<file path="config.mk">
export PLATFORM = sky130hd
export DESIGN_NAME = hazard_unit_top
export DESIGN_NICKNAME = d
export VERILOG_FILES = /design/src/logic/hazard_pkg.sv /design/src/logic/hazard_unit_top.sv /design/src/logic/retire_counter.sv /design/src/logic/pipe_stage_regs.sv /design/src/logic/conflict_detector.sv /design/src/logic/issue_handshake_fsm.sv
export SDC_FILE = /design/constraint.sdc
export NUM_CORES = 1
export LEC_CHECK = 0
export ABC_AREA = 1
export BUFFER_PORTS_ARGS = -buffer_cell sky130_fd_sc_hd__buf_2
export CORE_MARGIN = 4
export CORE_UTILIZATION = 48
export DETAILED_ROUTE_END_ITERATION = 6
export PLACE_DENSITY = 0.74
export SLEW_MARGIN = 10
export SYNTH_ARGS = -nofsm -noshare
export SYNTH_HDL_FRONTEND = slang
export SYNTH_SLANG_ARGS = --single-unit
</file>
<file path="constraint.sdc">
create_clock -name clk -period 10.23 [get_ports clk]
set_clock_uncertainty 0.2 [all_clocks]
set_input_delay 0 -clock clk [delete_from_list [all_inputs] [get_ports clk]]
set_output_delay 0 -clock clk [all_outputs]
set_load 0.05 [all_outputs]
</file>
<file path="src/logic/hazard_pkg.sv">
// Hazard unit shared constants
`default_nettype none

package hazard_pkg;

    localparam int reg_idx_w  = 5;
    localparam int csr_addr_w = 12;
    localparam int count_w    = 16;
    localparam int type_w     = 3;
    localparam int exe_ctrl_w = 5;
    localparam int exe_src_w  = 3;
    localparam int mem_ctrl_w = 4;
    localparam int wb_ctrl_w  = 4;
    localparam int trap_w     = 4;
    localparam int state_w    = 2;

    // Micro-op types seen by ID
    localparam logic [type_w-1:0] type_other    = 3'd0;
    localparam logic [type_w-1:0] type_branches = 3'd1;
    localparam logic [type_w-1:0] type_jalr     = 3'd2;

    localparam logic [wb_ctrl_w-1:0] wb_nop      = 4'd0;
    localparam logic [wb_ctrl_w-1:0] wb_exe      = 4'd1;
    localparam logic [wb_ctrl_w-1:0] wb_mem      = 4'd2;
    localparam logic [wb_ctrl_w-1:0] wb_imm      = 4'd3;
    localparam logic [wb_ctrl_w-1:0] wb_snpc     = 4'd4;
    localparam logic [wb_ctrl_w-1:0] wb_csr_rs1  = 4'd5;  // Register and CSR
    localparam logic [wb_ctrl_w-1:0] wb_csr_exe  = 4'd6;
    localparam logic [wb_ctrl_w-1:0] wb_csr_zimm = 4'd7;
    localparam logic [wb_ctrl_w-1:0] wb_csr_ro   = 4'd8;  // Register only

    localparam logic [exe_ctrl_w-1:0] exe_nop = 5'd0;

    localparam logic [exe_src_w-1:0] src_nop         = 3'd0;
    localparam logic [exe_src_w-1:0] src_r_r         = 3'd1;
    localparam logic [exe_src_w-1:0] src_r_i         = 3'd2;
    localparam logic [exe_src_w-1:0] src_pc_i        = 3'd3;
    localparam logic [exe_src_w-1:0] src_r_csr       = 3'd4;
    localparam logic [exe_src_w-1:0] src_notr_csr    = 3'd5;
    localparam logic [exe_src_w-1:0] src_csr_zimm    = 3'd6;
    localparam logic [exe_src_w-1:0] src_csr_notzimm = 3'd7;

    localparam logic [mem_ctrl_w-1:0] mem_nop = 4'd0;
    localparam logic [mem_ctrl_w-1:0] mem_lb  = 4'd1;
    localparam logic [mem_ctrl_w-1:0] mem_lh  = 4'd2;
    localparam logic [mem_ctrl_w-1:0] mem_lw  = 4'd3;
    localparam logic [mem_ctrl_w-1:0] mem_ld  = 4'd4;
    localparam logic [mem_ctrl_w-1:0] mem_lbu = 4'd5;
    localparam logic [mem_ctrl_w-1:0] mem_lhu = 4'd6;
    localparam logic [mem_ctrl_w-1:0] mem_lwu = 4'd7;
    localparam logic [mem_ctrl_w-1:0] mem_sb  = 4'd8;
    localparam logic [mem_ctrl_w-1:0] mem_sh  = 4'd9;
    localparam logic [mem_ctrl_w-1:0] mem_sw  = 4'd10;
    localparam logic [mem_ctrl_w-1:0] mem_sd  = 4'd11;

    localparam logic [trap_w-1:0] trap_nop = 4'd0;

    // Issue FSM encoding
    localparam logic [state_w-1:0] st_idle     = 2'd0;
    localparam logic [state_w-1:0] st_acked    = 2'd1;
    localparam logic [state_w-1:0] st_wait_low = 2'd2;

endpackage

`default_nettype wire
</file>
<file path="src/logic/hazard_unit_top.sv">
// Hazard control unit top
`default_nettype none

module hazard_unit_top (
    input  logic                                clk,
    input  logic                                rst,
    input  logic                                req,
    input  logic [hazard_pkg::type_w-1:0]       op_type,
    input  logic [hazard_pkg::reg_idx_w-1:0]    rs1,
    input  logic [hazard_pkg::reg_idx_w-1:0]    rs2,
    input  logic [hazard_pkg::reg_idx_w-1:0]    rd,
    input  logic [hazard_pkg::exe_ctrl_w-1:0]   exe_ctrl,
    input  logic [hazard_pkg::exe_src_w-1:0]    exe_src,
    input  logic [hazard_pkg::mem_ctrl_w-1:0]   mem_ctrl,
    input  logic [hazard_pkg::wb_ctrl_w-1:0]    wb_ctrl,
    input  logic [hazard_pkg::csr_addr_w-1:0]   csr,
    input  logic [hazard_pkg::trap_w-1:0]       trap,
    output logic                                ack,
    output logic                                retire_valid,
    output logic [hazard_pkg::reg_idx_w-1:0]    retire_rd,
    output logic [hazard_pkg::wb_ctrl_w-1:0]    retire_wb_ctrl,
    output logic [hazard_pkg::trap_w-1:0]       retire_trap,
    output logic [hazard_pkg::count_w-1:0]      retire_count,
    output logic [hazard_pkg::count_w-1:0]      trap_count
);

    logic capture;
    logic id_load_ok;
    logic id_conflict;
    logic exe_conflict;
    logic mem_conflict;
    logic id_valid_q, exe_valid_q, mem_valid_q, wb_valid_q;
    logic [hazard_pkg::type_w-1:0]     id_type_q;
    logic [hazard_pkg::reg_idx_w-1:0]  id_rs1_q, id_rs2_q, exe_rd_q, exe_rs1_q, exe_rs2_q;
    logic [hazard_pkg::reg_idx_w-1:0]  mem_rd_q, mem_rs2_q, wb_rd_q;
    logic [hazard_pkg::exe_ctrl_w-1:0] exe_ctrl_q;
    logic [hazard_pkg::exe_src_w-1:0]  exe_src_q;
    logic [hazard_pkg::mem_ctrl_w-1:0] mem_ctrl_q;
    logic [hazard_pkg::wb_ctrl_w-1:0]  exe_wb_ctrl_q, mem_wb_ctrl_q, wb_ctrl_q;
    logic [hazard_pkg::csr_addr_w-1:0] exe_csr_q, mem_csr_q, wb_csr_q;
    logic [hazard_pkg::trap_w-1:0]     id_trap_q, exe_trap_q, mem_trap_q, wb_trap_q;
    logic [hazard_pkg::trap_w-1:0]     wb_trap_masked;

    issue_handshake_fsm i_issue_handshake_fsm (
        .clk(clk), .rst(rst), .req(req), .id_load_ok(id_load_ok),
        .ack(ack), .capture(capture)
    );

    pipe_stage_regs i_pipe_stage_regs (
        .clk(clk), .rst(rst), .capture(capture),
        .issue_op_type(op_type), .issue_rs1(rs1), .issue_rs2(rs2), .issue_rd(rd),
        .issue_exe_ctrl(exe_ctrl), .issue_exe_src(exe_src), .issue_mem_ctrl(mem_ctrl),
        .issue_wb_ctrl(wb_ctrl), .issue_csr(csr), .issue_trap(trap),
        .id_conflict(id_conflict), .exe_conflict(exe_conflict),
        .mem_conflict(mem_conflict), .wb_trap(wb_trap_masked), .id_load_ok(id_load_ok),
        .id_valid(id_valid_q), .id_type(id_type_q), .id_rs1(id_rs1_q), .id_rs2(id_rs2_q),
        .id_trap(id_trap_q),
        .exe_valid(exe_valid_q), .exe_ctrl(exe_ctrl_q), .exe_src(exe_src_q),
        .exe_wb_ctrl(exe_wb_ctrl_q), .exe_rd(exe_rd_q), .exe_rs1(exe_rs1_q),
        .exe_rs2(exe_rs2_q), .exe_csr(exe_csr_q), .exe_trap(exe_trap_q),
        .mem_valid(mem_valid_q), .mem_ctrl(mem_ctrl_q), .mem_wb_ctrl(mem_wb_ctrl_q),
        .mem_rd(mem_rd_q), .mem_rs2(mem_rs2_q), .mem_csr(mem_csr_q), .mem_trap(mem_trap_q),
        .wb_valid(wb_valid_q), .wb_ctrl(wb_ctrl_q), .wb_rd(wb_rd_q), .wb_csr(wb_csr_q),
        .wb_trap_raw(wb_trap_q),
        .retire_valid(retire_valid), .retire_rd(retire_rd),
        .retire_wb_ctrl(retire_wb_ctrl), .retire_trap(retire_trap)
    );

    conflict_detector i_conflict_detector (
        .id_valid(id_valid_q), .id_type(id_type_q), .id_rs1(id_rs1_q), .id_rs2(id_rs2_q),
        .id_trap(id_trap_q),
        .exe_valid(exe_valid_q), .exe_ctrl(exe_ctrl_q), .exe_src(exe_src_q),
        .exe_wb_ctrl(exe_wb_ctrl_q), .exe_rd(exe_rd_q), .exe_rs1(exe_rs1_q),
        .exe_rs2(exe_rs2_q), .exe_csr(exe_csr_q), .exe_trap(exe_trap_q),
        .mem_valid(mem_valid_q), .mem_ctrl(mem_ctrl_q), .mem_wb_ctrl(mem_wb_ctrl_q),
        .mem_rd(mem_rd_q), .mem_rs2(mem_rs2_q), .mem_csr(mem_csr_q), .mem_trap(mem_trap_q),
        .wb_valid(wb_valid_q), .wb_ctrl(wb_ctrl_q), .wb_rd(wb_rd_q), .wb_csr(wb_csr_q),
        .wb_trap(wb_trap_q),
        .id_conflict(id_conflict), .exe_conflict(exe_conflict),
        .mem_conflict(mem_conflict), .wb_trap_out(wb_trap_masked)
    );

    retire_counter i_retire_counter (
        .clk(clk), .rst(rst), .retire_valid(retire_valid), .retire_trap(retire_trap),
        .retire_count(retire_count), .trap_count(trap_count)
    );

endmodule

`default_nettype wire

</file>
<file path="src/logic/retire_counter.sv">
// Retirement counters
`default_nettype none

module retire_counter (
    input  logic                             clk,
    input  logic                             rst,
    input  logic                             retire_valid,
    input  logic [hazard_pkg::trap_w-1:0]    retire_trap,
    output logic [hazard_pkg::count_w-1:0]   retire_count,
    output logic [hazard_pkg::count_w-1:0]   trap_count
);

    always_ff @(posedge clk) begin
        if (rst) begin
            retire_count <= '0;
            trap_count   <= '0;
        end else if (retire_valid) begin
            retire_count <= retire_count + 1'b1;  // Wraps at full scale
            if (retire_trap != hazard_pkg::trap_nop) begin
                trap_count <= trap_count + 1'b1;
            end
        end
    end

endmodule

`default_nettype wire

</file>
<file path="src/logic/pipe_stage_regs.sv">
// Pipeline stage registers
`default_nettype none

module pipe_stage_regs (
    input  logic                                clk,
    input  logic                                rst,
    input  logic                                capture,
    input  logic [hazard_pkg::type_w-1:0]       issue_op_type,
    input  logic [hazard_pkg::reg_idx_w-1:0]    issue_rs1,
    input  logic [hazard_pkg::reg_idx_w-1:0]    issue_rs2,
    input  logic [hazard_pkg::reg_idx_w-1:0]    issue_rd,
    input  logic [hazard_pkg::exe_ctrl_w-1:0]   issue_exe_ctrl,
    input  logic [hazard_pkg::exe_src_w-1:0]    issue_exe_src,
    input  logic [hazard_pkg::mem_ctrl_w-1:0]   issue_mem_ctrl,
    input  logic [hazard_pkg::wb_ctrl_w-1:0]    issue_wb_ctrl,
    input  logic [hazard_pkg::csr_addr_w-1:0]   issue_csr,
    input  logic [hazard_pkg::trap_w-1:0]       issue_trap,
    input  logic                                id_conflict,
    input  logic                                exe_conflict,
    input  logic                                mem_conflict,
    input  logic [hazard_pkg::trap_w-1:0]       wb_trap,
    output logic                                id_load_ok,
    output logic                                id_valid,
    output logic [hazard_pkg::type_w-1:0]       id_type,
    output logic [hazard_pkg::reg_idx_w-1:0]    id_rs1,
    output logic [hazard_pkg::reg_idx_w-1:0]    id_rs2,
    output logic [hazard_pkg::trap_w-1:0]       id_trap,
    output logic                                exe_valid,
    output logic [hazard_pkg::exe_ctrl_w-1:0]   exe_ctrl,
    output logic [hazard_pkg::exe_src_w-1:0]    exe_src,
    output logic [hazard_pkg::wb_ctrl_w-1:0]    exe_wb_ctrl,
    output logic [hazard_pkg::reg_idx_w-1:0]    exe_rd,
    output logic [hazard_pkg::reg_idx_w-1:0]    exe_rs1,
    output logic [hazard_pkg::reg_idx_w-1:0]    exe_rs2,
    output logic [hazard_pkg::csr_addr_w-1:0]   exe_csr,
    output logic [hazard_pkg::trap_w-1:0]       exe_trap,
    output logic                                mem_valid,
    output logic [hazard_pkg::mem_ctrl_w-1:0]   mem_ctrl,
    output logic [hazard_pkg::wb_ctrl_w-1:0]    mem_wb_ctrl,
    output logic [hazard_pkg::reg_idx_w-1:0]    mem_rd,
    output logic [hazard_pkg::reg_idx_w-1:0]    mem_rs2,
    output logic [hazard_pkg::csr_addr_w-1:0]   mem_csr,
    output logic [hazard_pkg::trap_w-1:0]       mem_trap,
    output logic                                wb_valid,
    output logic [hazard_pkg::wb_ctrl_w-1:0]    wb_ctrl,
    output logic [hazard_pkg::reg_idx_w-1:0]    wb_rd,
    output logic [hazard_pkg::csr_addr_w-1:0]   wb_csr,
    output logic [hazard_pkg::trap_w-1:0]       wb_trap_raw,
    output logic                                retire_valid,
    output logic [hazard_pkg::reg_idx_w-1:0]    retire_rd,
    output logic [hazard_pkg::wb_ctrl_w-1:0]    retire_wb_ctrl,
    output logic [hazard_pkg::trap_w-1:0]       retire_trap
);

    logic                              id_hold;
    logic                              exe_hold;
    logic                              mem_hold;
    logic [hazard_pkg::reg_idx_w-1:0]  id_rd;
    logic [hazard_pkg::exe_ctrl_w-1:0] id_exe_ctrl;
    logic [hazard_pkg::exe_src_w-1:0]  id_exe_src;
    logic [hazard_pkg::mem_ctrl_w-1:0] id_mem_ctrl;
    logic [hazard_pkg::wb_ctrl_w-1:0]  id_wb_ctrl;
    logic [hazard_pkg::csr_addr_w-1:0] id_csr;
    logic [hazard_pkg::mem_ctrl_w-1:0] exe_mem_ctrl;

    // A conflict freezes its stage and everything behind it
    assign mem_hold   = mem_conflict;
    assign exe_hold   = exe_conflict | mem_hold;
    assign id_hold    = id_conflict | exe_hold;
    assign id_load_ok = !id_valid || !id_hold;

    // The stage just ahead of the frozen ones takes a bubble
    always_ff @(posedge clk) begin
        if (rst) begin
            id_valid  <= 1'b0;
            exe_valid <= 1'b0;
            mem_valid <= 1'b0;
            wb_valid  <= 1'b0;
        end else begin
            if (capture) begin
                id_valid <= 1'b1;
            end else if (!id_hold) begin
                id_valid <= 1'b0;
            end
            if (!exe_hold) begin
                exe_valid <= id_valid & ~id_hold;
            end
            if (!mem_hold) begin
                mem_valid <= exe_valid & ~exe_hold;
            end
            wb_valid <= mem_valid & ~mem_hold;  // WB never stalls
        end
    end

    always_ff @(posedge clk) begin
        if (capture) begin
            id_type     <= issue_op_type;
            id_rs1      <= issue_rs1;
            id_rs2      <= issue_rs2;
            id_rd       <= issue_rd;
            id_exe_ctrl <= issue_exe_ctrl;
            id_exe_src  <= issue_exe_src;
            id_mem_ctrl <= issue_mem_ctrl;
            id_wb_ctrl  <= issue_wb_ctrl;
            id_csr      <= issue_csr;
            id_trap     <= issue_trap;
        end
        if (!exe_hold) begin
            exe_ctrl     <= id_exe_ctrl;
            exe_src      <= id_exe_src;
            exe_mem_ctrl <= id_mem_ctrl;
            exe_wb_ctrl  <= id_wb_ctrl;
            exe_rd       <= id_rd;
            exe_rs1      <= id_rs1;
            exe_rs2      <= id_rs2;
            exe_csr      <= id_csr;
            exe_trap     <= id_trap;
        end
        if (!mem_hold) begin
            mem_ctrl    <= exe_mem_ctrl;
            mem_wb_ctrl <= exe_wb_ctrl;
            mem_rd      <= exe_rd;
            mem_rs2     <= exe_rs2;
            mem_csr     <= exe_csr;
            mem_trap    <= exe_trap;
        end
        wb_ctrl     <= mem_wb_ctrl;
        wb_rd       <= mem_rd;
        wb_csr      <= mem_csr;
        wb_trap_raw <= mem_trap;
    end

    assign retire_valid   = wb_valid;
    assign retire_rd      = wb_valid ? wb_rd : '0;
    assign retire_wb_ctrl = wb_valid ? wb_ctrl : hazard_pkg::wb_nop;
    assign retire_trap    = wb_trap;  // Masked by the detector

endmodule

`default_nettype wire

</file>
<file path="src/logic/conflict_detector.sv">
// Pipeline conflict detector
`default_nettype none

module conflict_detector (
    input  logic                                id_valid,
    input  logic [hazard_pkg::type_w-1:0]       id_type,
    input  logic [hazard_pkg::reg_idx_w-1:0]    id_rs1,
    input  logic [hazard_pkg::reg_idx_w-1:0]    id_rs2,
    input  logic [hazard_pkg::trap_w-1:0]       id_trap,
    input  logic                                exe_valid,
    input  logic [hazard_pkg::exe_ctrl_w-1:0]   exe_ctrl,
    input  logic [hazard_pkg::exe_src_w-1:0]    exe_src,
    input  logic [hazard_pkg::wb_ctrl_w-1:0]    exe_wb_ctrl,
    input  logic [hazard_pkg::reg_idx_w-1:0]    exe_rd,
    input  logic [hazard_pkg::reg_idx_w-1:0]    exe_rs1,
    input  logic [hazard_pkg::reg_idx_w-1:0]    exe_rs2,
    input  logic [hazard_pkg::csr_addr_w-1:0]   exe_csr,
    input  logic [hazard_pkg::trap_w-1:0]       exe_trap,
    input  logic                                mem_valid,
    input  logic [hazard_pkg::mem_ctrl_w-1:0]   mem_ctrl,
    input  logic [hazard_pkg::wb_ctrl_w-1:0]    mem_wb_ctrl,
    input  logic [hazard_pkg::reg_idx_w-1:0]    mem_rd,
    input  logic [hazard_pkg::reg_idx_w-1:0]    mem_rs2,
    input  logic [hazard_pkg::csr_addr_w-1:0]   mem_csr,
    input  logic [hazard_pkg::trap_w-1:0]       mem_trap,
    input  logic                                wb_valid,
    input  logic [hazard_pkg::wb_ctrl_w-1:0]    wb_ctrl,
    input  logic [hazard_pkg::reg_idx_w-1:0]    wb_rd,
    input  logic [hazard_pkg::csr_addr_w-1:0]   wb_csr,
    input  logic [hazard_pkg::trap_w-1:0]       wb_trap,
    output logic                                id_conflict,
    output logic                                exe_conflict,
    output logic                                mem_conflict,
    output logic [hazard_pkg::trap_w-1:0]       wb_trap_out
);

    logic id_rs1_rd;
    logic id_rs2_rd;
    logic exe_rs1_rd;
    logic exe_rs2_rd;
    logic exe_csr_rd;
    logic mem_rs2_rd;
    logic exe_reg_wr;
    logic mem_reg_wr;
    logic mem_csr_wr;
    logic wb_reg_wr;
    logic wb_csr_wr;

    function automatic logic writes_reg(
        input logic                             valid,
        input logic [hazard_pkg::wb_ctrl_w-1:0] code
    );
        writes_reg = valid && (code inside {hazard_pkg::wb_exe, hazard_pkg::wb_mem,
            hazard_pkg::wb_imm, hazard_pkg::wb_snpc, hazard_pkg::wb_csr_rs1,
            hazard_pkg::wb_csr_exe, hazard_pkg::wb_csr_zimm, hazard_pkg::wb_csr_ro});
    endfunction

    function automatic logic writes_csr(
        input logic                             valid,
        input logic [hazard_pkg::wb_ctrl_w-1:0] code
    );
        writes_csr = valid && (code inside {hazard_pkg::wb_csr_rs1,
            hazard_pkg::wb_csr_exe, hazard_pkg::wb_csr_zimm});
    endfunction

    function automatic logic reg_hit(
        input logic                             wr,
        input logic [hazard_pkg::reg_idx_w-1:0] dst,
        input logic [hazard_pkg::reg_idx_w-1:0] src
    );
        reg_hit = wr && (dst == src);
    endfunction

    assign exe_reg_wr = writes_reg(exe_valid, exe_wb_ctrl);
    assign mem_reg_wr = writes_reg(mem_valid, mem_wb_ctrl);
    assign wb_reg_wr  = writes_reg(wb_valid, wb_ctrl);
    assign mem_csr_wr = writes_csr(mem_valid, mem_wb_ctrl);
    assign wb_csr_wr  = writes_csr(wb_valid, wb_ctrl);

    // Only branches and jalr resolve in ID
    assign id_rs1_rd = id_valid && (id_type == hazard_pkg::type_branches
                                    || id_type == hazard_pkg::type_jalr);
    assign id_rs2_rd = id_valid && (id_type == hazard_pkg::type_branches);

    always_comb begin
        exe_rs1_rd = 1'b0;
        exe_rs2_rd = 1'b0;
        exe_csr_rd = 1'b0;
        if (exe_valid && exe_ctrl != hazard_pkg::exe_nop) begin
            case (exe_src)
                hazard_pkg::src_r_r: begin
                    exe_rs1_rd = 1'b1;
                    exe_rs2_rd = 1'b1;
                end
                hazard_pkg::src_r_i: begin
                    exe_rs1_rd = 1'b1;
                end
                hazard_pkg::src_r_csr, hazard_pkg::src_notr_csr: begin
                    exe_rs1_rd = 1'b1;
                    exe_csr_rd = 1'b1;
                end
                hazard_pkg::src_csr_zimm, hazard_pkg::src_csr_notzimm: begin
                    exe_csr_rd = 1'b1;
                end
                hazard_pkg::src_nop, hazard_pkg::src_pc_i: begin
                    exe_rs1_rd = 1'b0;  // No operand from the register file
                end
                default: begin
                    exe_rs1_rd = 1'b0;
                end
            endcase
        end
    end

    assign mem_rs2_rd = mem_valid && (mem_ctrl inside {hazard_pkg::mem_sb, hazard_pkg::mem_sh,
                                                       hazard_pkg::mem_sw, hazard_pkg::mem_sd});

    assign id_conflict =
        (id_rs1_rd && (reg_hit(exe_reg_wr, exe_rd, id_rs1) || reg_hit(mem_reg_wr, mem_rd, id_rs1)
                       || reg_hit(wb_reg_wr, wb_rd, id_rs1))) ||
        (id_rs2_rd && (reg_hit(exe_reg_wr, exe_rd, id_rs2) || reg_hit(mem_reg_wr, mem_rd, id_rs2)
                       || reg_hit(wb_reg_wr, wb_rd, id_rs2)));

    assign exe_conflict =
        (exe_rs1_rd && (reg_hit(mem_reg_wr, mem_rd, exe_rs1)
                        || reg_hit(wb_reg_wr, wb_rd, exe_rs1))) ||
        (exe_rs2_rd && (reg_hit(mem_reg_wr, mem_rd, exe_rs2)
                        || reg_hit(wb_reg_wr, wb_rd, exe_rs2))) ||
        (exe_csr_rd && ((mem_csr_wr && exe_csr == mem_csr)
                        || (wb_csr_wr && exe_csr == wb_csr)));

    // Store data is the last register read in the pipe
    assign mem_conflict = mem_rs2_rd && reg_hit(wb_reg_wr, wb_rd, mem_rs2);

    assign wb_trap_out = wb_valid ? wb_trap : hazard_pkg::trap_nop;

endmodule

`default_nettype wire

</file>
<file path="src/logic/issue_handshake_fsm.sv">
// Four-phase issue handshake
`default_nettype none

module issue_handshake_fsm (
    input  logic clk,
    input  logic rst,
    input  logic req,
    input  logic id_load_ok,
    output logic ack,
    output logic capture
);

    logic [hazard_pkg::state_w-1:0] state;

    // Only an idle FSM may take a new op, so a held req is seen once
    assign capture = (state == hazard_pkg::st_idle) && req && id_load_ok;
    assign ack     = (state == hazard_pkg::st_acked);

    always_ff @(posedge clk) begin
        if (rst) begin
            state <= hazard_pkg::st_idle;
        end else begin
            case (state)
                hazard_pkg::st_idle: begin
                    if (capture) begin
                        state <= hazard_pkg::st_acked;  // ack rises with the ID load
                    end
                end
                hazard_pkg::st_acked: begin
                    if (!req) begin
                        state <= hazard_pkg::st_wait_low;  // Drop ack
                    end
                end
                hazard_pkg::st_wait_low: begin
                    // req is seen low once more with ack low
                    if (!req) begin
                        state <= hazard_pkg::st_idle;
                    end
                end
                default: begin
                    state <= hazard_pkg::st_idle;
                end
            endcase
        end
    end

endmodule

`default_nettype wire

</file>
==> flow_metrics.tcl, run 1 <==
set metrics [dict create \
    worst_slew_pin_slew_ps 596 \
    hold_path.startpoint "trap[2]" \
    postCtsSetupBuffers 0 \
    vdd_drop_max_mv 0.131 \
    leakagePower_nw 4.20 \
    track_usage_pct 17.6 \
    startpoint "i_pipe_stage_regs.mem_wb_ctrl[1]" \
    place_area_um2 8310 \
    netlist_instances 744 \
    ant_nets 0 \
    synth_edf_count 125 \
    status "complete, no violations" \
    arrival_ps 2760 \
    first_global_vias 5128 \
    wl_per_cell_um 13.3 \
    synth_warnings 0 \
    drt_wl_total_um 15000 \
    antenna_found_initial 0 \
    period_share_pct 28.2 \
    slew_violations 0 \
    nNetsFinal 960 \
    pwr_density_cell_nw_per_um2 174 \
    syn_area_per_cell_um2 10.2 \
    cts-buffers-inserted 17 \
    synth_top_flop_cell "edfxtp_1" \
    critPathLaunchType "flop" \
    cp-end-kind "flop" \
    rsz0062_at_grt "false" \
    io_pins 100 \
    path_common_cell "nand2_1" \
    firstDrtPassIters 4 \
    drive_gt1_share_pct 17.2 \
    cts_tree "yes" \
    insertion_delay_ps 430 \
    num_antenna_cells 0 \
    grt_remaining_overflow 0 \
    start_util_pct 49.3 \
    crit_type "flop to flop" \
    cts_root_buffer "clkbuf_16" \
    cp_num_buf_inv 1 \
    cp_top_family "compound AO/OA/AOI/OAI gates" \
    die_w_um 133 \
    synth_common_cells "nand2_1, edfxtp_1, inv_1" \
    drc 0 \
    hp-class "input port to flop" \
    core_um2 15300 \
    stdcell_area_um2 9400 \
    cp_slowest_cell "buf_4" \
    ys_seq_area_share_pct 66.4 \
    num_vias 5342 \
    syn_area_um2 7560 \
    tns_ps 0 \
    yosysMostFrequentCell "nand2_1" \
    yosys.area.top_type_share_pct 49.7 \
    clk_pin_slew_worst_paths_ps 70 \
    cap_violations 0 \
    hold_viol 0 \
    crit_required_ps 10100 \
    ys_seq_elements 188 \
    num_rows 45 \
    cts_sinks 188 \
    clock.fmax_mhz 346 \
    dieHeight_um 133 \
    ys_top_cells_by_area "edfxtp_1, dfxtp_1, nand2_1" \
    drtIter0Drc 406 \
    clockBufferDepth 2 \
    r2r-start "i_pipe_stage_regs.mem_wb_ctrl[1]" \
    die_area_um2 17800 \
    crit_chain "o21ai_0, nor2_1, nand2_1, nor2_1, nand2_1, nand2_1, nand2_1, nand2_1, nor2_4, nand2_2, a21oi_4, buf_4" \
    grt_max_degree 48 \
    vias_per_cell 4.73 \
    grt_pass1_wl_um 24600 \
    layout_min_cycle_time_ps 2890 \
    cp_max_fo 36 \
    async_flop_share_pct 0 \
    max-slew-margin-rel_pct 60.2 \
    place_congestion 0.871 \
    p_total_w 0.00163 \
    ys_types 34 \
    htreeDepth 4 \
    setup_viol 0 \
    dpl.hpwl_um 10000 \
    area_delta_synth_final_pct 24.4 \
    syn_nets 799 \
    critical-path-max-stage-delay_ps 490 \
    numPortBuffers 97 \
    yosysTopAreaCell "edfxtp_1" \
]
==> cell type report <==
| cell class | instances | area, um2 |
|---|---|---|
| Multi-Input combinational cell | 439 | 2110 |
| Sequential cell | 188 | 5010 |
| Clock buffer | 18 | 429 |
| Timing Repair Buffer | 151 | 1020 |
| Inverter | 108 | 405 |
| Clock inverter | 14 | 169 |
| Fill cell | 1276 | 5910 |
| Tap cell | 211 | 264 |
==> layer usage <==
metal  up-vias  share of wire [%]  GRT usage (%)
li1       2749                  -              -
met1      2435                 44           22.2
met2       135                 50           29.4
met3        23                4.4           3.97
met4         0                2.0           7.20
met5         -                  0              0
==> registers in the layout, summed over array words and instances (netlist names), 12 cells and up <==
name and cells:
i_retire_counter.retire_count 16, i_retire_counter.trap_count 16, i_pipe_stage_regs.exe_csr 12, i_pipe_stage_regs.id_csr 12
i_pipe_stage_regs.mem_csr 12, i_pipe_stage_regs.wb_csr 12
==> per-stage QoR <==
stage | hold WS [ps] | util (%) | worst slack, ps | cells
6_report | 76.5 | 61.4 | 7340 | 1129
5_1_grt | 68.2 | 61.4 | 7110 | 1129
4_1_cts | 57.7 | 61.4 | 7340 | 1129
3_5_place_dp | -21.9 | 54.2 | 7350 | 1047
3_3_place_gp | -23.6 | 54.2 | 7380 | 1047
2_1_floorplan | -101 | - | 4370 | 744
==> power by group <==
group | switching (W) | internal, W
Combinational | 0.0000502 | 0.0000436
Sequential | 0.0000259 | 0.000850
Clock | 0.000278 | 0.000385
Total | 0.000354 | 0.00128
==> cells in the final DEF (no fill, tap or decap), types with 3 or more instances in the layout <==
cell,Yosys,layout
clkbuf_16,0,17
nor2_2,3,3
nor3_1,13,13
xor2_1,10,10
nand4_1,5,5
buf_2,4,97
buf_4,1,4
dfxtp_1,63,63
clkinv_4,0,3
o21ai_1,5,5
bufinv_16,0,3
nand2_1,195,195
o21ai_0,20,20
inv_2,12,12
o22ai_1,11,11
a31oi_1,3,3
clkinv_1,3,6
dlygate4sd3_1,0,50
o21a_1,3,3
nand3_1,28,28
nor2_4,3,3
inv_1,93,93
edfxtp_1,125,125
a21oi_1,28,27
inv_6,0,3
xnor2_1,15,15
nor2_1,79,79
==> cells by family after synthesis <==
| group | Yosys count | synth area share (%) |
|---|---|---|
| buffers and inverters | 117 | 5.93 |
| adders and majority gates | 2 | 0.331 |
| AOI/OAI and AO/OA | 73 | 5.33 |
| and+or+nand+nor | 339 | 19.2 |
| DFF | 188 | 66.4 |
| xor gates and xnor gates | 25 | 2.90 |
==> worst paths after layout <==
kind                                       to  slack (ps)  depth (start not counted)
min              i_pipe_stage_regs.id_trap[2]          80                          2
max reg2reg       i_pipe_stage_regs.id_rs1[3]        7340                         12
min reg2reg  i_pipe_stage_regs.wb_trap_raw[3]         140                          0
max               i_pipe_stage_regs.id_rs1[3]        7340                         12
==> what timing repair did <==
action / in CTS / in global routing
endpoints found under the hold margin: 81 / 0
resized for setup: 0 / 0
hold buffers: 50 / 0
No activity file was read; power rests on OpenSTA's default activity.
==> inputs of run 2 (changes only) <==
--- a/config.mk
+++ b/config.mk
@@ -10,7 +10,7 @@
 export CORE_MARGIN = 4
 export CORE_UTILIZATION = 48
 export DETAILED_ROUTE_END_ITERATION = 6
-export PLACE_DENSITY = 0.74
+export PLACE_DENSITY = 0.77
 export SLEW_MARGIN = 10
 export SYNTH_ARGS = -nofsm -noshare
 export SYNTH_HDL_FRONTEND = slang
==> constraint.sdc (replaced) <==
create_clock -name clk -period 2.4 [get_ports clk]
set_clock_uncertainty 0.2 [all_clocks]
set_input_delay 0 -clock clk [delete_from_list [all_inputs] [get_ports clk]]
set_output_delay 0 -clock clk [all_outputs]
set_load 0.05 [all_outputs]
==> flow_metrics.tcl, run 2 (same netlist as run 1, synthesis figures left out) <==
set metrics [dict create \
    drt_wl_total_um 15900 \
    place_area_um2 8370 \
    final_cell_mix "nand2_1, edfxtp_1, buf_2" \
    clockBufferDepth 2 \
    core_um2 15300 \
    cts-buffers-inserted 17 \
    dpl.hpwl_um 10300 \
    track_usage_pct 17.6 \
    place_congestion 0.909 \
    crit_chain "buf_6, o22ai_2, nor2_1, nand3_1, nand3_1, nand2_1, nand2_1, inv_2, nand2_2, a21oi_4, buf_12, clkbuf_16" \
    start_util_pct 49.3 \
    firstDrtPassIters 5 \
    critPathLaunchType "flop" \
    num_antenna_cells 0 \
    hold_viol 0 \
    area_delta_synth_final_pct 27.4 \
    cp_max_fo 7 \
    insertion_delay_ps 420 \
    cts_tree "yes" \
    tns_ps 0 \
    cp_slowest_cell "edfxtp_1" \
    ant_nets 0 \
    critical-path-max-stage-delay_ps 520 \
    grt_pass1_wl_um 24700 \
    vias_per_cell 4.83 \
    setup_viol 0 \
    grt_remaining_overflow 0 \
    topRoutingLayerUsed "met4" \
    drtIter0Drc 380 \
    wl_met3_um 863 \
    cp-end-kind "flop" \
    slew_violations 0 \
    vdd_drop_max_mv 0.537 \
    crit_required_ps 2340 \
    stdcell_area_um2 9630 \
    drc 0 \
    reg_top3 "i_retire_counter.retire_count: 16 flops, i_retire_counter.trap_count: 16 flops" \
    layout_min_cycle_time_ps 2310 \
    cp_num_buf_inv 4 \
    status "complete, no violations" \
    arrival_ps 2250 \
    hp-class "input port to flop" \
    numPortBuffers 97 \
    cts_root_buffer "clkbuf_16" \
    clk_pin_slew_worst_paths_ps 60 \
    htreeDepth 4 \
    cp_top_family "buffers and inverters" \
    leakagePower_nw 4.31 \
    wl_met2_um 8120 \
    wl_per_cell_um 13.9 \
    max-slew-margin-rel_pct 60.9 \
    mostFrequentLayoutCell "nand2_1" \
    die_area_um2 17800 \
    pwr_density_cell_nw_per_um2 712 \
    nNetsFinal 977 \
    worst_slew_pin_slew_ps 585 \
    cap_violations 0 \
    period_share_pct 96.1 \
    io_pins 100 \
    antenna_found_initial 0 \
    cts_sinks 188 \
    clock.fmax_mhz 434 \
    crit_type "flop to flop" \
    final_util_pct 62.9 \
    first_global_vias 5182 \
    dieHeight_um 133 \
    multi_input_area_um2 2140 \
    grt_max_degree 37 \
    nFillCells 1230 \
    num_rows 45 \
    num_vias 5537 \
    die_w_um 133 \
    met1Wirelength_um 6640 \
    seq_area_um2 5020 \
    drive_gt1_share_pct 19.9 \
]
-- run 2: cell count changes in the layout (fill, tap and decap cells not counted), sizes merged --
cell / before / now
buf: 101 / 116
bufinv: 3 / 2
clkbuf: 18 / 21
clkinv: 9 / 10
clkinvlp: 2 / 4
inv: 108 / 105
-- run 2: worst paths after layout --
path / start / to / slack [ps] / cells after the start
min reg2reg: i_pipe_stage_regs.mem_trap[2] / i_pipe_stage_regs.wb_trap_raw[2] / 140 / 0
max: i_pipe_stage_regs.mem_rd[0] / i_pipe_stage_regs.id_wb_ctrl[3] / 90 / 12
min: rs2[3] / i_pipe_stage_regs.id_rs2[3] / 80 / 2
max reg2reg: i_pipe_stage_regs.mem_rd[0] / i_pipe_stage_regs.id_wb_ctrl[3] / 90 / 12
-- run 2: through the flow --
| stage | worst slack (ps) | std cells | power [W] | hold WS [ps] |
|---|---|---|---|---|
| floorplan | -1750 | 744 | 0.00401 | -101 |
| global placement | 129 | 1052 | 0.00413 | -23.6 |
| detailed placement | 101 | 1052 | 0.00415 | -21.9 |
| CTS | 79.5 | 1134 | 0.00683 | 63.8 |
| global route | -37.3 | 1146 | 0.00711 | 76.6 |
| finish | 93.4 | 1146 | 0.00685 | 84.5 |
-- run 2: metal layers --
metal,up-vias,global-route usage [%]
li1,2784,-
met4,0,7.54
met3,31,3.74
met1,2556,22.0
met2,166,29.7
met5,-,0
-- run 2: final cells by class --
class,instances,share of cell area (%)
Tap cell,211,2.74
Clock inverter,13,1.31
Multi-Input combinational cell,439,22.3
Sequential cell,188,52.1
Timing Repair Buffer,168,12.8
Clock buffer,19,4.50
Inverter,108,4.24
-- run 2: power breakdown --
part,internal (W),switching (W),leakage [nW]
logic,0.000233,0.000238,2.26
clock network,0.00152,0.00113,0.259
registers,0.00362,0.000109,1.79
total,0.00537,0.00148,4.31
-- run 2: repair_timing --
| action | CTS | global route |
|---|---|---|
| gates resized for setup | 0 | 17 |
| endpoints found under the hold margin | 69 | 0 |
| setup buffers | 0 | 7 |
| hold buffers | 50 | 0 |
| endpoints found under the setup margin | 0 | 82 |
==> inputs of run 3 (changes only) <==
--- a/config.mk
+++ b/config.mk
@@ -9,8 +9,10 @@
 export BUFFER_PORTS_ARGS = -buffer_cell sky130_fd_sc_hd__buf_2
 export CORE_MARGIN = 4
 export CORE_UTILIZATION = 48
+export CTS_BUF_LIST = sky130_fd_sc_hd__clkbuf_4 sky130_fd_sc_hd__clkbuf_8
 export DETAILED_ROUTE_END_ITERATION = 6
-export PLACE_DENSITY = 0.77
+export PLACE_DENSITY = 0.74
+export SKIP_LAST_GASP = 1
 export SLEW_MARGIN = 10
 export SYNTH_ARGS = -nofsm -noshare
 export SYNTH_HDL_FRONTEND = slang
==> constraint.sdc (replaced) <==
create_clock -name clk -period 2.7 [get_ports clk]
set_clock_uncertainty 0.2 [all_clocks]
set_input_delay 0 -clock clk [delete_from_list [all_inputs] [get_ports clk]]
set_output_delay 0 -clock clk [all_outputs]
set_load 0.05 [all_outputs]
==> flow_metrics.tcl, run 3 (same netlist as run 1, synthesis figures left out) <==
set metrics [dict create \
    status "complete, no violations" \
    die_w_um 133 \
    hold_slack_ps 36.6 \
    arrival_ps 2350 \
    ff2ff_setup_slack_ps 250 \
    cts-buffers-inserted 17 \
    pwr_density_cell_nw_per_um2 596 \
    drc 0 \
    tns_ps 0 \
    cts_root_buffer "clkbuf_8" \
    nNetsFinal 961 \
    first_global_vias 5193 \
    num_vias 5355 \
    postCtsSetupBuffers 0 \
    grt_max_degree 49 \
    io_pins 100 \
    drt_wl_total_um 15500 \
    critical-path-max-stage-delay_ps 540 \
    grt_remaining_overflow 0 \
    insertion_delay_ps 460 \
    final_util_pct 60.2 \
    cp_max_fo 47 \
    place_congestion 0.855 \
    cp_slowest_cell "dfxtp_1" \
    setup_viol 0 \
    layout_min_cycle_time_ps 2450 \
    crit_chain "inv_2, o21ai_0, nor2_1, nand3_1, nand2_1, nand2_1, nand2_1, nor2_4, buf_4" \
    clockBufferDepth 2 \
    reg_top3 "i_retire_counter.retire_count: 16 flops, i_retire_counter.trap_count: 16 flops" \
    grt_pass1_wl_um 25500 \
    htreeDepth 4 \
    period_share_pct 90.9 \
    cp-end-kind "flop" \
    cp_num_buf_inv 2 \
    hold_viol 0 \
    antenna_found_initial 0 \
    firstDrtPassIters 5 \
    p_total_w 0.00550 \
    worst_slew_pin_slew_ps 616 \
    cap_violations 0 \
    cp_num_cells 9 \
    core_um2 15300 \
    track_usage_pct 18.2 \
    critPathLaunchType "flop" \
    hold-path-cell-count 2 \
    ant_nets 0 \
    drive_gt1_share_pct 17.8 \
    numPortBuffers 97 \
    die_area_um2 17800 \
    hp-class "input port to flop" \
    area_delta_synth_final_pct 22.0 \
    dieHeight_um 133 \
    num_rows 45 \
    start_util_pct 49.3 \
    setup_ws_ps 245 \
    vias_per_cell 4.74 \
    vdd_drop_max_mv 0.397 \
    crit_type "flop to flop" \
    mostFrequentLayoutCell "nand2_1" \
    drtIter0Drc 339 \
    cp_top_family "buffers and inverters" \
    nFillCells 1303 \
    crit_required_ps 2600 \
    path_common_cell "nand2_1" \
    max-slew-margin-rel_pct 58.9 \
    final_cell_mix "nand2_1, edfxtp_1, buf_2" \
    cts_tree "yes" \
    slew_violations 0 \
    num_antenna_cells 0 \
    dpl.hpwl_um 10200 \
    dpl_worst_slack_ps 277 \
    clk_pin_slew_worst_paths_ps 90 \
    leakagePower_nw 4.11 \
    wl_per_cell_um 13.7 \
    rsz0062_at_grt "false" \
    cts_sinks 188 \
    clock.fmax_mhz 407 \
    r2r_cells 9 \
]
[run 3: what timing repair did]
action,in CTS,in global routing
hold endpoints to repair,69,0
gates resized for setup,0,0
hold buffers,50,0
setup endpoints to repair,0,0
[run 3: worst paths after layout]
path                                                    endpoint                     startpoint
worst min-delay path            i_pipe_stage_regs.id_exe_ctrl[3]                    exe_ctrl[3]
worst min register to register  i_pipe_stage_regs.wb_trap_raw[2]  i_pipe_stage_regs.mem_trap[2]
worst max register to register      i_pipe_stage_regs.exe_rs2[1]     i_pipe_stage_regs.wb_rd[0]
worst max-delay path                i_pipe_stage_regs.exe_rs2[1]     i_pipe_stage_regs.wb_rd[0]
[run 3: report_power, final]
part	internal (W)	switching, W
Clock	0.000833	0.000983
Combinational	0.000170	0.000194
Sequential	0.00322	0.0000985
Total	0.00422	0.00127
[run 3: layout make-up]
cell class	count	area [um2]	share of cell area, %
inverters	108	405	4.40
flip-flops and latches	188	5020	54.4
well taps	211	264	2.86
clock buffers	18	241	2.62
multi-input cells	439	2110	22.9
clock inverters	14	145	1.57
repair buffers	152	1040	11.2
[run 3: worst reg2reg max path: stages (launching register included)]
cell and delay [ps]:
dfxtp_1 540, inv_2 110, o21ai_0 180, nor2_1 80, nand3_1 100, nand2_1 80, nand2_1 60, nand2_1 100
nor2_4 130, buf_4 520
[run 3: metrics by stage]
step           std cells  cell area (um2)
2_1_floorplan        744             7580
3_3_place_gp        1048             8330
3_5_place_dp        1048             8330
4_1_cts             1130             9220
5_1_grt             1130             9220
6_report            1130             9220
[run 3: metal layers]
layer / share of wire (%) / wire, um / up-vias / GRT usage (%)
met4: 1.8 / 277 / 0 / 7.14
met2: 51 / 7980 / 128 / 31.2
met5: 0 / 0 / - / 0
met3: 4.3 / 663 / 24 / 4.00
li1: - / - / 2743 / -
met1: 43 / 6620 / 2460 / 22.4
